<file path="src/common/alu_macros.svh">
`ifndef ALU_MACROS_SVH
`define ALU_MACROS_SVH

// Register map in byte addresses.
`define ALU_REG_A 8'h00
`define ALU_REG_B 8'h04
`define ALU_REG_CTRL 8'h08
`define ALU_REG_STATUS 8'h0C
`define ALU_REG_RES_LO 8'h10
`define ALU_REG_RES_HI 8'h14

// STATUS bit positions.
`define ALU_ST_BUSY 0
`define ALU_ST_DONE 1
`define ALU_ST_DIVZ 2
`define ALU_ST_BADOP 3

// Iterations of the sequential units.
`define ALU_MUL_STEPS 32
`define ALU_DIV_STEPS 32

`endif

</file>
<file path="src/common/alu_pkg.sv">
package alu_pkg;

	typedef logic [31:0] word_t;
	typedef logic [63:0] dword_t;
	typedef logic [4:0] shamt_t;

	// Encodings of the datapath opcode set.
	typedef enum logic [4:0] {
		ADD = 5'b00011,
		SUB = 5'b00100,
		AND = 5'b00101,
		OR = 5'b00110,
		SHR = 5'b00111,
		SHRA = 5'b01000,
		SHL = 5'b01001,
		ROR = 5'b01010,
		ROL = 5'b01011,
		MUL = 5'b01111,
		DIV = 5'b10000,
		NEG = 5'b10001,
		NOT = 5'b10010
	} opcode_t;

	typedef struct packed {
		logic [7:0] paddr;
		logic pwrite;
		word_t pwdata;
		logic psel;
		logic penable;
	} apb_req_t;

	typedef struct packed {
		word_t prdata;
		logic pready;
		logic pslverr;
	} apb_rsp_t;

	typedef enum logic [1:0] {
		IDLE,
		ALU_OP,
		MUL_OP,
		DIV_OP
	} seq_state_t;

endpackage

</file>
<file path="src/alu/shift_rotate.sv">
`timescale 1ns/100ps

module shift_rotate (
	input alu_pkg::word_t value,
	input alu_pkg::shamt_t amount,
	input alu_pkg::opcode_t opcode,
	output alu_pkg::word_t shifted
);
	import alu_pkg::*;

	word_t stage [6];
	logic left;
	logic rotate;
	logic sign;

	function automatic word_t bit_rev(input word_t x);
		word_t r;
		for (int i = 0; i < 32; i++) begin
			r[i] = x[31 - i];
		end
		return r;
	endfunction

	// Left moves reuse the right shifter on a mirrored word.
	assign left = (opcode == SHL) || (opcode == ROL);
	assign rotate = (opcode == ROR) || (opcode == ROL);
	assign sign = (opcode == SHRA) & value[31];

	assign stage[0] = left ? bit_rev(value) : value;

	for (genvar i = 0; i < 5; i++) begin : g_stage
		localparam int S = 1 << i;
		word_t fill;

		// Wraparound bits or a replicated fill bit.
		assign fill = rotate ? stage[i] : {32{sign}};
		assign stage[i + 1] = amount[i] ? {fill[S - 1:0], stage[i][31:S]} : stage[i];
	end

	assign shifted = left ? bit_rev(stage[5]) : stage[5];

endmodule

</file>
<file path="src/alu/alu.sv">
`timescale 1ns/100ps

module alu (
	input alu_pkg::word_t a,
	input alu_pkg::word_t b,
	input alu_pkg::opcode_t opcode,
	output alu_pkg::word_t result,
	output logic legal
);
	import alu_pkg::*;

	shamt_t amount;
	word_t shift_out;

	assign amount = b[4:0]; // Only the low five bits count.

	shift_rotate u_shift_rotate (
		.value(a),
		.amount(amount),
		.opcode(opcode),
		.shifted(shift_out)
	);

	always_comb begin
		legal = 1'b1;
		case (opcode)
			ADD: begin
				result = a + b; // Wraps at 32 bits.
			end
			SUB: begin
				result = a - b;
			end
			AND: begin
				result = a & b;
			end
			OR: begin
				result = a | b;
			end
			NEG: begin
				result = '0 - a;
			end
			NOT: begin
				result = ~a;
			end
			SHR, SHRA, SHL, ROR, ROL: begin
				result = shift_out;
			end
			MUL, DIV: begin
				// Handled by the sequential units.
				result = '0;
			end
			default: begin
				result = '0;
				legal = 1'b0;
			end
		endcase
	end

endmodule

</file>
<file path="src/source/booth_multiplier.sv">
`timescale 1ns/100ps
`include "alu_macros.svh"

module booth_multiplier (
	input logic clk,
	input logic rst_n,
	input logic start,
	input alu_pkg::word_t multiplicand,
	input alu_pkg::word_t multiplier,
	output alu_pkg::dword_t product,
	output logic finish
);
	import alu_pkg::*;

	// Layout is accumulator [65:33], multiplier [32:1], Booth bit [0].
	logic [65:0] p;
	logic [65:0] p_next;
	logic [32:0] acc_next;
	word_t mcand;
	logic [5:0] count;
	logic active;

	always_comb begin
		// 33-bit accumulator keeps the most negative multiplicand in range.
		case (p[1:0])
			2'b01: begin
				acc_next = p[65:33] + {mcand[31], mcand};
			end
			2'b10: begin
				acc_next = p[65:33] - {mcand[31], mcand};
			end
			default: begin
				acc_next = p[65:33];
			end
		endcase
		p_next = {acc_next[32], acc_next, p[32:1]}; // Arithmetic shift right.
	end

	assign finish = active && (count == 6'(`ALU_MUL_STEPS - 1));

	// The product shows the result of the step in progress.
	assign product = p_next[64:1];

	always_ff @(posedge clk) begin
		if (!rst_n) begin
			active <= 1'b0;
			count <= '0;
		end else if (start) begin
			active <= 1'b1;
			count <= '0;
		end else if (active) begin
			count <= count + 6'd1;
			if (finish) begin
				active <= 1'b0;
			end
		end
	end

	always_ff @(posedge clk) begin
		if (start) begin
			p <= {33'd0, multiplier, 1'b0};
			mcand <= multiplicand;
		end else if (active) begin
			p <= p_next;
		end
	end

endmodule

</file>
<file path="src/source/restoring_divider.sv">
`timescale 1ns/100ps
`include "alu_macros.svh"

module restoring_divider (
	input logic clk,
	input logic rst_n,
	input logic start,
	input alu_pkg::word_t dividend,
	input alu_pkg::word_t divisor,
	output alu_pkg::word_t quotient,
	output alu_pkg::word_t remainder,
	output logic div_zero,
	output logic finish
);
	import alu_pkg::*;

	word_t quo;
	word_t rem;
	word_t dsr;
	word_t quo_next;
	word_t rem_next;
	logic [32:0] shifted;
	logic [33:0] trial;
	logic [5:0] count;
	logic active;

	// One shift, subtract and restore step.
	always_comb begin
		shifted = {rem, quo[31]};
		trial = {1'b0, shifted} - {2'b00, dsr};
		if (trial[33]) begin
			rem_next = shifted[31:0]; // Restore.
			quo_next = {quo[30:0], 1'b0};
		end else begin
			rem_next = trial[31:0];
			quo_next = {quo[30:0], 1'b1};
		end
	end

	// With a zero divisor every trial succeeds.
	// That leaves all ones in the quotient and the dividend as remainder.
	assign quotient = quo_next;
	assign remainder = rem_next;

	assign finish = active && (count == 6'(`ALU_DIV_STEPS - 1));

	always_ff @(posedge clk) begin
		if (!rst_n) begin
			active <= 1'b0;
			count <= '0;
			div_zero <= 1'b0;
		end else if (start) begin
			active <= 1'b1;
			count <= '0;
			div_zero <= (divisor == '0);
		end else if (active) begin
			count <= count + 6'd1;
			if (finish) begin
				active <= 1'b0;
			end
		end
	end

	always_ff @(posedge clk) begin
		if (start) begin
			quo <= dividend;
			rem <= '0;
			dsr <= divisor;
		end else if (active) begin
			quo <= quo_next;
			rem <= rem_next;
		end
	end

endmodule

</file>
<file path="src/source/alu_apb_regs.sv">
`timescale 1ns/100ps
`include "alu_macros.svh"

module alu_apb_regs (
	input logic clk,
	input logic rst_n,
	input alu_pkg::apb_req_t apb_req,
	output alu_pkg::apb_rsp_t apb_rsp,
	output alu_pkg::word_t op_a,
	output alu_pkg::word_t op_b,
	output alu_pkg::opcode_t opcode,
	input alu_pkg::word_t alu_result,
	input logic alu_legal,
	output logic mul_start,
	input alu_pkg::dword_t mul_product,
	input logic mul_finish,
	output logic div_start,
	input alu_pkg::word_t div_quotient,
	input alu_pkg::word_t div_remainder,
	input logic div_zero,
	input logic div_finish
);
	import alu_pkg::*;

	seq_state_t state;
	dword_t result;
	word_t rdata;
	word_t status;
	opcode_t new_op;
	logic busy, done, divz, badop;
	logic mapped, res_read, ready, slv_err;
	logic access, wr_en, ctrl_wr, clr_done;

	assign busy = (state != IDLE);
	assign access = apb_req.psel & apb_req.penable;
	assign new_op = opcode_t'(apb_req.pwdata[4:0]);

	always_comb begin
		status = '0;
		status[`ALU_ST_BUSY] = busy;
		status[`ALU_ST_DONE] = done;
		status[`ALU_ST_DIVZ] = divz;
		status[`ALU_ST_BADOP] = badop;
	end

	always_comb begin
		mapped = 1'b1;
		res_read = 1'b0;
		case (apb_req.paddr)
			`ALU_REG_A: rdata = op_a;
			`ALU_REG_B: rdata = op_b;
			`ALU_REG_CTRL: rdata = {27'd0, opcode};
			`ALU_REG_STATUS: rdata = status;
			`ALU_REG_RES_LO: begin
				rdata = result[31:0];
				res_read = ~apb_req.pwrite;
			end
			`ALU_REG_RES_HI: begin
				rdata = result[63:32];
				res_read = ~apb_req.pwrite;
			end
			default: begin
				rdata = '0;
				mapped = 1'b0;
			end
		endcase
	end

	// Result reads stall until the running operation ends.
	assign ready = ~(apb_req.psel & res_read & busy);
	assign slv_err = access & ready & (~mapped |
		(apb_req.pwrite & (apb_req.paddr == `ALU_REG_CTRL) & busy));
	assign wr_en = access & apb_req.pwrite & ~slv_err;
	assign ctrl_wr = wr_en & (apb_req.paddr == `ALU_REG_CTRL);
	assign clr_done = wr_en & ((apb_req.paddr == `ALU_REG_A) |
		(apb_req.paddr == `ALU_REG_B) | (apb_req.paddr == `ALU_REG_CTRL));

	assign apb_rsp = '{prdata: rdata, pready: ready, pslverr: slv_err};

	always_ff @(posedge clk) begin
		if (!rst_n) begin
			state <= IDLE;
			done <= 1'b0;
			divz <= 1'b0;
			badop <= 1'b0;
			mul_start <= 1'b0;
			div_start <= 1'b0;
			op_a <= '0;
			op_b <= '0;
			opcode <= opcode_t'(5'd0);
			result <= '0;
		end else begin
			mul_start <= 1'b0;
			div_start <= 1'b0;
			if (wr_en && apb_req.paddr == `ALU_REG_A) op_a <= apb_req.pwdata;
			if (wr_en && apb_req.paddr == `ALU_REG_B) op_b <= apb_req.pwdata;
			if (clr_done) done <= 1'b0;
			if (ctrl_wr) opcode <= new_op;
			case (state)
				IDLE: begin
					if (ctrl_wr) begin
						case (new_op)
							MUL: begin
								state <= MUL_OP;
								mul_start <= 1'b1;
							end
							DIV: begin
								state <= DIV_OP;
								div_start <= 1'b1;
							end
							default: state <= ALU_OP; // Illegal codes too.
						endcase
					end
				end
				ALU_OP: begin
					result <= alu_legal ? {32'd0, alu_result} : '0;
					badop <= ~alu_legal;
					divz <= 1'b0;
					done <= 1'b1;
					state <= IDLE;
				end
				MUL_OP: begin
					if (mul_finish) begin
						result <= mul_product;
						badop <= 1'b0;
						divz <= 1'b0;
						done <= 1'b1;
						state <= IDLE;
					end
				end
				DIV_OP: begin
					if (div_finish) begin
						result <= {div_remainder, div_quotient};
						badop <= 1'b0;
						divz <= div_zero;
						done <= 1'b1;
						state <= IDLE;
					end
				end
				default: state <= IDLE;
			endcase
		end
	end

endmodule

</file>
<file path="src/source/alu_top.sv">
`timescale 1ns/100ps

module alu_top (
	input logic clk,
	input logic rst_n,
	input alu_pkg::apb_req_t apb_req,
	output alu_pkg::apb_rsp_t apb_rsp
);
	import alu_pkg::*;

	word_t op_a, op_b, alu_result, div_quotient, div_remainder;
	opcode_t opcode;
	dword_t mul_product;
	logic alu_legal, mul_start, mul_finish, div_start, div_zero, div_finish;

	alu_apb_regs u_regs (
		.clk(clk), .rst_n(rst_n),
		.apb_req(apb_req), .apb_rsp(apb_rsp),
		.op_a(op_a), .op_b(op_b), .opcode(opcode),
		.alu_result(alu_result), .alu_legal(alu_legal),
		.mul_start(mul_start), .mul_product(mul_product), .mul_finish(mul_finish),
		.div_start(div_start), .div_quotient(div_quotient),
		.div_remainder(div_remainder), .div_zero(div_zero), .div_finish(div_finish)
	);

	alu u_alu (
		.a(op_a), .b(op_b), .opcode(opcode),
		.result(alu_result), .legal(alu_legal)
	);

	booth_multiplier u_mul (
		.clk(clk), .rst_n(rst_n), .start(mul_start),
		.multiplicand(op_a), .multiplier(op_b),
		.product(mul_product), .finish(mul_finish)
	);

	restoring_divider u_div (
		.clk(clk), .rst_n(rst_n), .start(div_start),
		.dividend(op_a), .divisor(op_b),
		.quotient(div_quotient), .remainder(div_remainder),
		.div_zero(div_zero), .finish(div_finish)
	);

endmodule

</file>
<file path="config.mk">
export PLATFORM = sky130hd
export DESIGN_NAME = alu_top
export DESIGN_NICKNAME = d
export VERILOG_FILES = /design/src/common/alu_pkg.sv /design/src/alu/shift_rotate.sv /design/src/alu/alu.sv /design/src/source/booth_multiplier.sv /design/src/source/restoring_divider.sv /design/src/source/alu_apb_regs.sv /design/src/source/alu_top.sv
export VERILOG_INCLUDE_DIRS = /design/src /design/src/common
export SDC_FILE = /design/constraint.sdc
export NUM_CORES = 1
export LEC_CHECK = 0
export BUFFER_PORTS_ARGS = -buffer_cell sky130_fd_sc_hd__buf_2
export CORE_MARGIN = 10
export CORE_UTILIZATION = 45
export DETAILED_ROUTE_END_ITERATION = 16
export GPL_ROUTABILITY_DRIVEN = 0
export PLACE_DENSITY = 0.64
export SLEW_MARGIN = 20
export SYNTH_ARGS = -nofsm -noshare
export SYNTH_HDL_FRONTEND = slang
export SYNTH_SLANG_ARGS = --single-unit
</file>
<file path="constraint.sdc">
create_clock -name clk -period 11.03 [get_ports clk]
set_input_delay 3.309 -clock clk [delete_from_list [all_inputs] [get_ports clk]]
set_output_delay 3.309 -clock clk [all_outputs]
set_load 0.02 [all_outputs]
</file>
# Yosys cells after proc, flatten, opt, wreduce, memory -nomap -nowiden
# Index checks and enable logic that the tools add are counted.
# word_totals
ff_bits,348
inputBits,45
output_inout_bits,34
elab_cells,155
# classes
addsub,8
n_eq_ne,30
n_mux,50
n_bitwise,24
n_reduce_logical,22
# op_table
operator,count
32-bit two-way mux,11
32-bit case mux with 7 select lines,1
32-bit case mux with 6 select lines,1
64-bit case mux with 3 select lines,1
64-bit two-way mux,2
33-bit two-way mux,2
33-bit case mux with 2 select lines,1
33-bit by 32-bit subtractor with 34-bit output,1
32-bit by 32-bit adder with 33-bit output,1
32-bit by 32-bit subtractor with 33-bit output,1
32-bit adder,1
32-bit AND,1
32-bit zero test,1
32-bit NOT,1
32-bit bitwise OR,1
1-bit by 32-bit subtractor with 32-bit output (first input constant),1
32-bit subtractor,1
5-bit by 4-bit equality test with 1-bit output (second input constant),6
5-bit by 3-bit equality test with 1-bit output (second input constant),4
5-bit equality test (second input constant),4
1-bit two-way mux,19
8-bit by 4-bit equality test with 1-bit output (second input constant),2
8-bit by 5-bit equality test with 1-bit output (second input constant),2
16-bit two-way mux,1
other kinds (28),67

# Depth between registers and ports, before layout
# logic_depth
depth_word,17
ltp_mapped,20
ltp_nobuf,19

# Hierarchy
# A second synthesis with hierarchy kept.
# hier_totals
hier_cells,3264
hier_area_um2,27656.5
# modules_own_cells
module,n_inst,cells_per_inst,area_each_um2,seq_area_each_um2
alu_apb_regs,1,849,7064.3,2802.7
booth_multiplier,1,736,6881.6,2722.6
restoring_divider,1,650,6417.4,2722.6
alu,1,673,4344.2,0.0
shift_rotate,1,356,2949.1,0.0

# Worst setup path after synthesis
# OpenSTA, ideal clock, no wires.
# synth_path
kind,input port to output port
startpoint,input apb_req[39] in the netlist's numbering
endpoint,output apb_rsp[1] in the netlist's numbering
arrival_ns,4.875
t_required_ns,7.721
setup_slack_ns,2.846
stages,4
path_buffers,2
cell_sequence,buf_1 nand4b_1 or4b_2 buf_4
# synth_between
elab_chain_cells,6
word_cells_on_any_way,7
classes_between,eq/ne (2); mux (1); bitwise (3); reduce/logical (1)
# synth_lines
item,line,source
start: declaration,alu_top.sv:6,"input alu_pkg::apb_req_t apb_req,"
8-bit by 5-bit equality test with 1-bit output,alu_apb_regs.sv:49,case (apb_req.paddr)
2-bit OR reduction (no source line) *,--,
1-bit two-way mux *,--,
1-bit AND * (2 in a row),alu_apb_regs.sv:70,assign ready = ~(apb_req.psel & res_read & busy);
1-bit NOT *,alu_apb_regs.sv:70,
end: declaration,alu_top.sv:7,output alu_pkg::apb_rsp_t apb_rsp
# Every way passes the cells marked *; elsewhere a longest branch is shown, timed or not.

==> flow_metrics.env <==
export IMPL_status="completed"
export IMPL_dieArea_um2=68500
export IMPL_rsz0062_at_grt="false"
export IMPL_yosys_area_top_type="dfxtp_1"
export IMPL_drive_gt1_share_pct=10.9
export IMPL_cts_buffers_inserted=40
export IMPL_antenna_found_initial=2
export IMPL_fin_tns_setup_ns=0
export IMPL_grt_overflow=0
export IMPL_portBuffers=78
export IMPL_fin_worst_skew_ns=0.0320
export IMPL_setup_worst_path_class="input port to primary output"
export IMPL_clk_latency_ns=0.60
export IMPL_crit_path_end_kind="primary output"
export IMPL_cts_clk_slew_worst_paths_ns=0.06
export IMPL_grt_pass1_wl_um=153000
export IMPL_cts_hold_buf=0
export IMPL_crit_buf_inv=2
export IMPL_final_util_pct=49.6
export IMPL_io_pins=79
export IMPL_grt_usage_pct=29.3
export IMPL_routed_wl_um=104000
export IMPL_pwr_density_cell_nw_per_um2=117
export IMPL_yosysTopAreaCellShare_pct=16.7
export IMPL_worstPathMaxFanout=29
export IMPL_worstPathArrival_ns=5.36
export IMPL_post_cts_buffers=0
export IMPL_synth_area_leaders="dfxtp_1, edfxtp_1, nand2_1, mux2i_1, ha_1"
export IMPL_hpwl_um=75000
export IMPL_switching_share_pct=28.8
export IMPL_ys_seq_elements=348
export IMPL_path_delay_family="simple AND/OR/NAND/NOR gates"
export IMPL_p_int_w=0.00238
export IMPL_worst_slew_pin_slew_ns=1.27
export IMPL_die_height_um=262
export IMPL_ctsResizeCount=0
export IMPL_area_growth_syn_to_layout_pct=8.95
export IMPL_grt_start_max_net_pins=90
export IMPL_vias=26096
export IMPL_slowest_stage="or3_2"
export IMPL_start_kind="input port"
export IMPL_power_share_clock_pct=41.6
export IMPL_synth_edf_count=128
export IMPL_p_sw_w=0.000965
export IMPL_start_util_pct=45.5
export IMPL_wl_per_cell_um=26.2
export IMPL_pwr_share_comb_pct=16.8
export IMPL_ys_warn_count=0
export IMPL_setup_viol_count_final=0
export IMPL_yosys_most_used_dff="dfxtp_1"
export IMPL_fin_crit_ns=8.67
export IMPL_pwr_share_seq_pct=41.6
export IMPL_drv_cap=0
export IMPL_num_fill_cells=5464
export IMPL_grt_pass1_vias=24072
export IMPL_netlist_instances=3223
export IMPL_cts_sinks=348
export IMPL_fp_dieW_um=262
export IMPL_syn_area_per_cell_um2=8.16
export IMPL_std_cell_rows=88
export IMPL_leakagePower_nw=10.6
export IMPL_async_flop_share_pct=0
export IMPL_cts_tree="yes"
export IMPL_synth_fp_nets=3374
export IMPL_fin_crit_sh_pct=78.6
export IMPL_fmax_ghz=0.115
export IMPL_htreeDepth=2
export IMPL_syn_area_um2=26300
export IMPL_peakVddDrop_mv=0.126
export IMPL_drv_slew=0
export IMPL_maxSlewHeadroom_pct=13.0
export IMPL_drt_iter0_markers=3471
export IMPL_core_area_um2=57800
export IMPL_hold_class="register to register"
export IMPL_first_pass_iters=10
export IMPL_root_buffer="clkbuf_16"
export IMPL_cpPeakStageDelay_ns=0.79
export IMPL_required_ns=7.72
export IMPL_drc=0
export IMPL_postRouteAntennaNets=0
export IMPL_ys_seq_area_share_pct=31.4
export IMPL_crit_chain="buf_2 > nor3_1 > nand2_1 > or3_2 > o21ai_0 > nand2_1 > o31ai_1 > buf_2"
export IMPL_finalHoldViolations=0
export IMPL_cts_max_path_buffers=3
export IMPL_ys_types=86
export IMPL_fin_nets=3307
export IMPL_vias_per_cell=6.59
cell usage after synthesis, types with 32 or more instances:
master / count
a211oi_1: 85
a21boi_0: 74
a21o_1: 47
a21oi_1: 243
a221oi_1: 32
clkbuf_1: 227
dfxtp_1: 220
edfxtp_1: 128
ha_1: 103
inv_1: 72
mux2_2: 41
mux2i_1: 168
mux4_2: 38
nand2_1: 451
nand2b_1: 36
nand3_1: 35
nor2_1: 299
nor3_1: 43
o21ai_0: 235
o221ai_1: 34
o22ai_1: 42
xnor2_1: 100
xor2_1: 64
path summary, 6_finish.rpt:
| path | startpoint | endpoint | slack (ns) | cells after the start |
|---|---|---|---|---|
| setup / recovery | apb_req[40] | apb_rsp[6] | 2.36 | 8 |
| hold / removal | u_mul.p[33]$_SDFFE_PP0P_ | u_mul.p[33]$_SDFFE_PP0P_ | 0.49 | 2 |
| setup reg to reg | u_regs.opcode[2]$_SDFFE_PN0P_ | u_regs.result[30]$_SDFFE_PN0P_ | 5.34 | 16 |
| hold reg to reg | u_mul.p[33]$_SDFFE_PP0P_ | u_mul.p[33]$_SDFFE_PP0P_ | 0.49 | 2 |
kinds of logic (layout without fill, tap and decap cells):
group | Yosys count | in the layout | share of synthesized area, %
XOR/XNOR | 164 | 164 | 5.46
multiplexers | 248 | 248 | 11.5
AND/OR/NAND/NOR | 1028 | 1028 | 17.3
buffers and inverters | 337 | 302 | 4.89
AO/OA/AOI/OAI | 992 | 992 | 24.4
flip-flops | 348 | 348 | 31.4
other | 0 | 4 | 0
adder cells (fa/ha/maj) | 106 | 106 | 5.13
tightest hold or removal path: stages (launching register included):
cell and delay (ns):
dfxtp_1 0.31, nor2_1 0.08, a211oi_1 0.05
state kept, by name, summed over array words and instances (netlist names):
register and flops:
u_mul.active 1, u_div.count 6, u_regs.op_b 32, u_regs.mul_start 1
u_div.div_zero 1, u_regs.divz 1, u_regs.result 64, u_mul.p 65
u_regs.done 1, u_mul.count 6, u_regs.state 2, u_regs.badop 1
u_mul.mcand 32, u_regs.opcode 5, u_div.quo 32, u_div.dsr 32
u_div.rem 32, u_div.active 1, u_regs.div_start 1, u_regs.op_a 32
layout by cell type (no fill, tap or decap), types with 47 or more instances in the layout:
cell type  Yosys  routed
a21boi_0      74      74
buf_4          2      79
mux2i_1      168     168
dfxtp_1      220     213
buf_2         11      76
nor2_1       299     297
a21oi_1      243     241
a21o_1        47      47
inv_1         72      72
o21ai_0      235     235
xnor2_1      100     100
edfxtp_1     128     128
a211oi_1      85      85
ha_1         103     102
xor2_1        64      64
nand2_1      451     450
power by group through the flow:
stage | clock, W | sequential [W] | combinational, W
2_1_floorplan | 0 | 0.00141 | 0.000416
5_1_grt | 0.00146 | 0.00139 | 0.000619
3_5_place_dp | 0 | 0.00142 | 0.000545
6_report | 0.00139 | 0.00139 | 0.000562
3_3_place_gp | 0 | 0.00142 | 0.000532
4_1_cts | 0.00141 | 0.00139 | 0.000550
layer usage:
layer	track usage, %	share of wire [%]
met1	38.6	40
met2	43.3	42
met3	8.38	13
met4	14.9	5.6
met5	0	0.025
final cells by class:
cell class                 instances  area [um2]  share of cell area, %
multi-input combinational       2538       16800                   58.7
sequential                       348        8260                   28.8
clock buffer                      53        1090                   3.80
timing repair buffer             155         973                   3.40
tap                              765         957                   3.34
inverter                          73         274                  0.956
clock inverter                    21         254                  0.887
antenna                            4        10.0                 0.0349
metrics by stage:
step | hold WS [ns] | cell area, um2 | power, W | worst slack [ns] | cells
6_report | 0.488 | 28600 | 0.00335 | 2.36 | 3957
5_1_grt | 0.499 | 28600 | 0.00347 | 2.16 | 3953
4_1_cts | 0.486 | 28600 | 0.00334 | 2.25 | 3953
3_5_place_dp | 0.466 | 27300 | 0.00196 | 2.26 | 3879
3_3_place_gp | 0.465 | 27300 | 0.00195 | 2.28 | 3879
2_1_floorplan | 0.403 | 26300 | 0.00182 | 2.85 | 3223
Power figures use the tool's default switching activity.
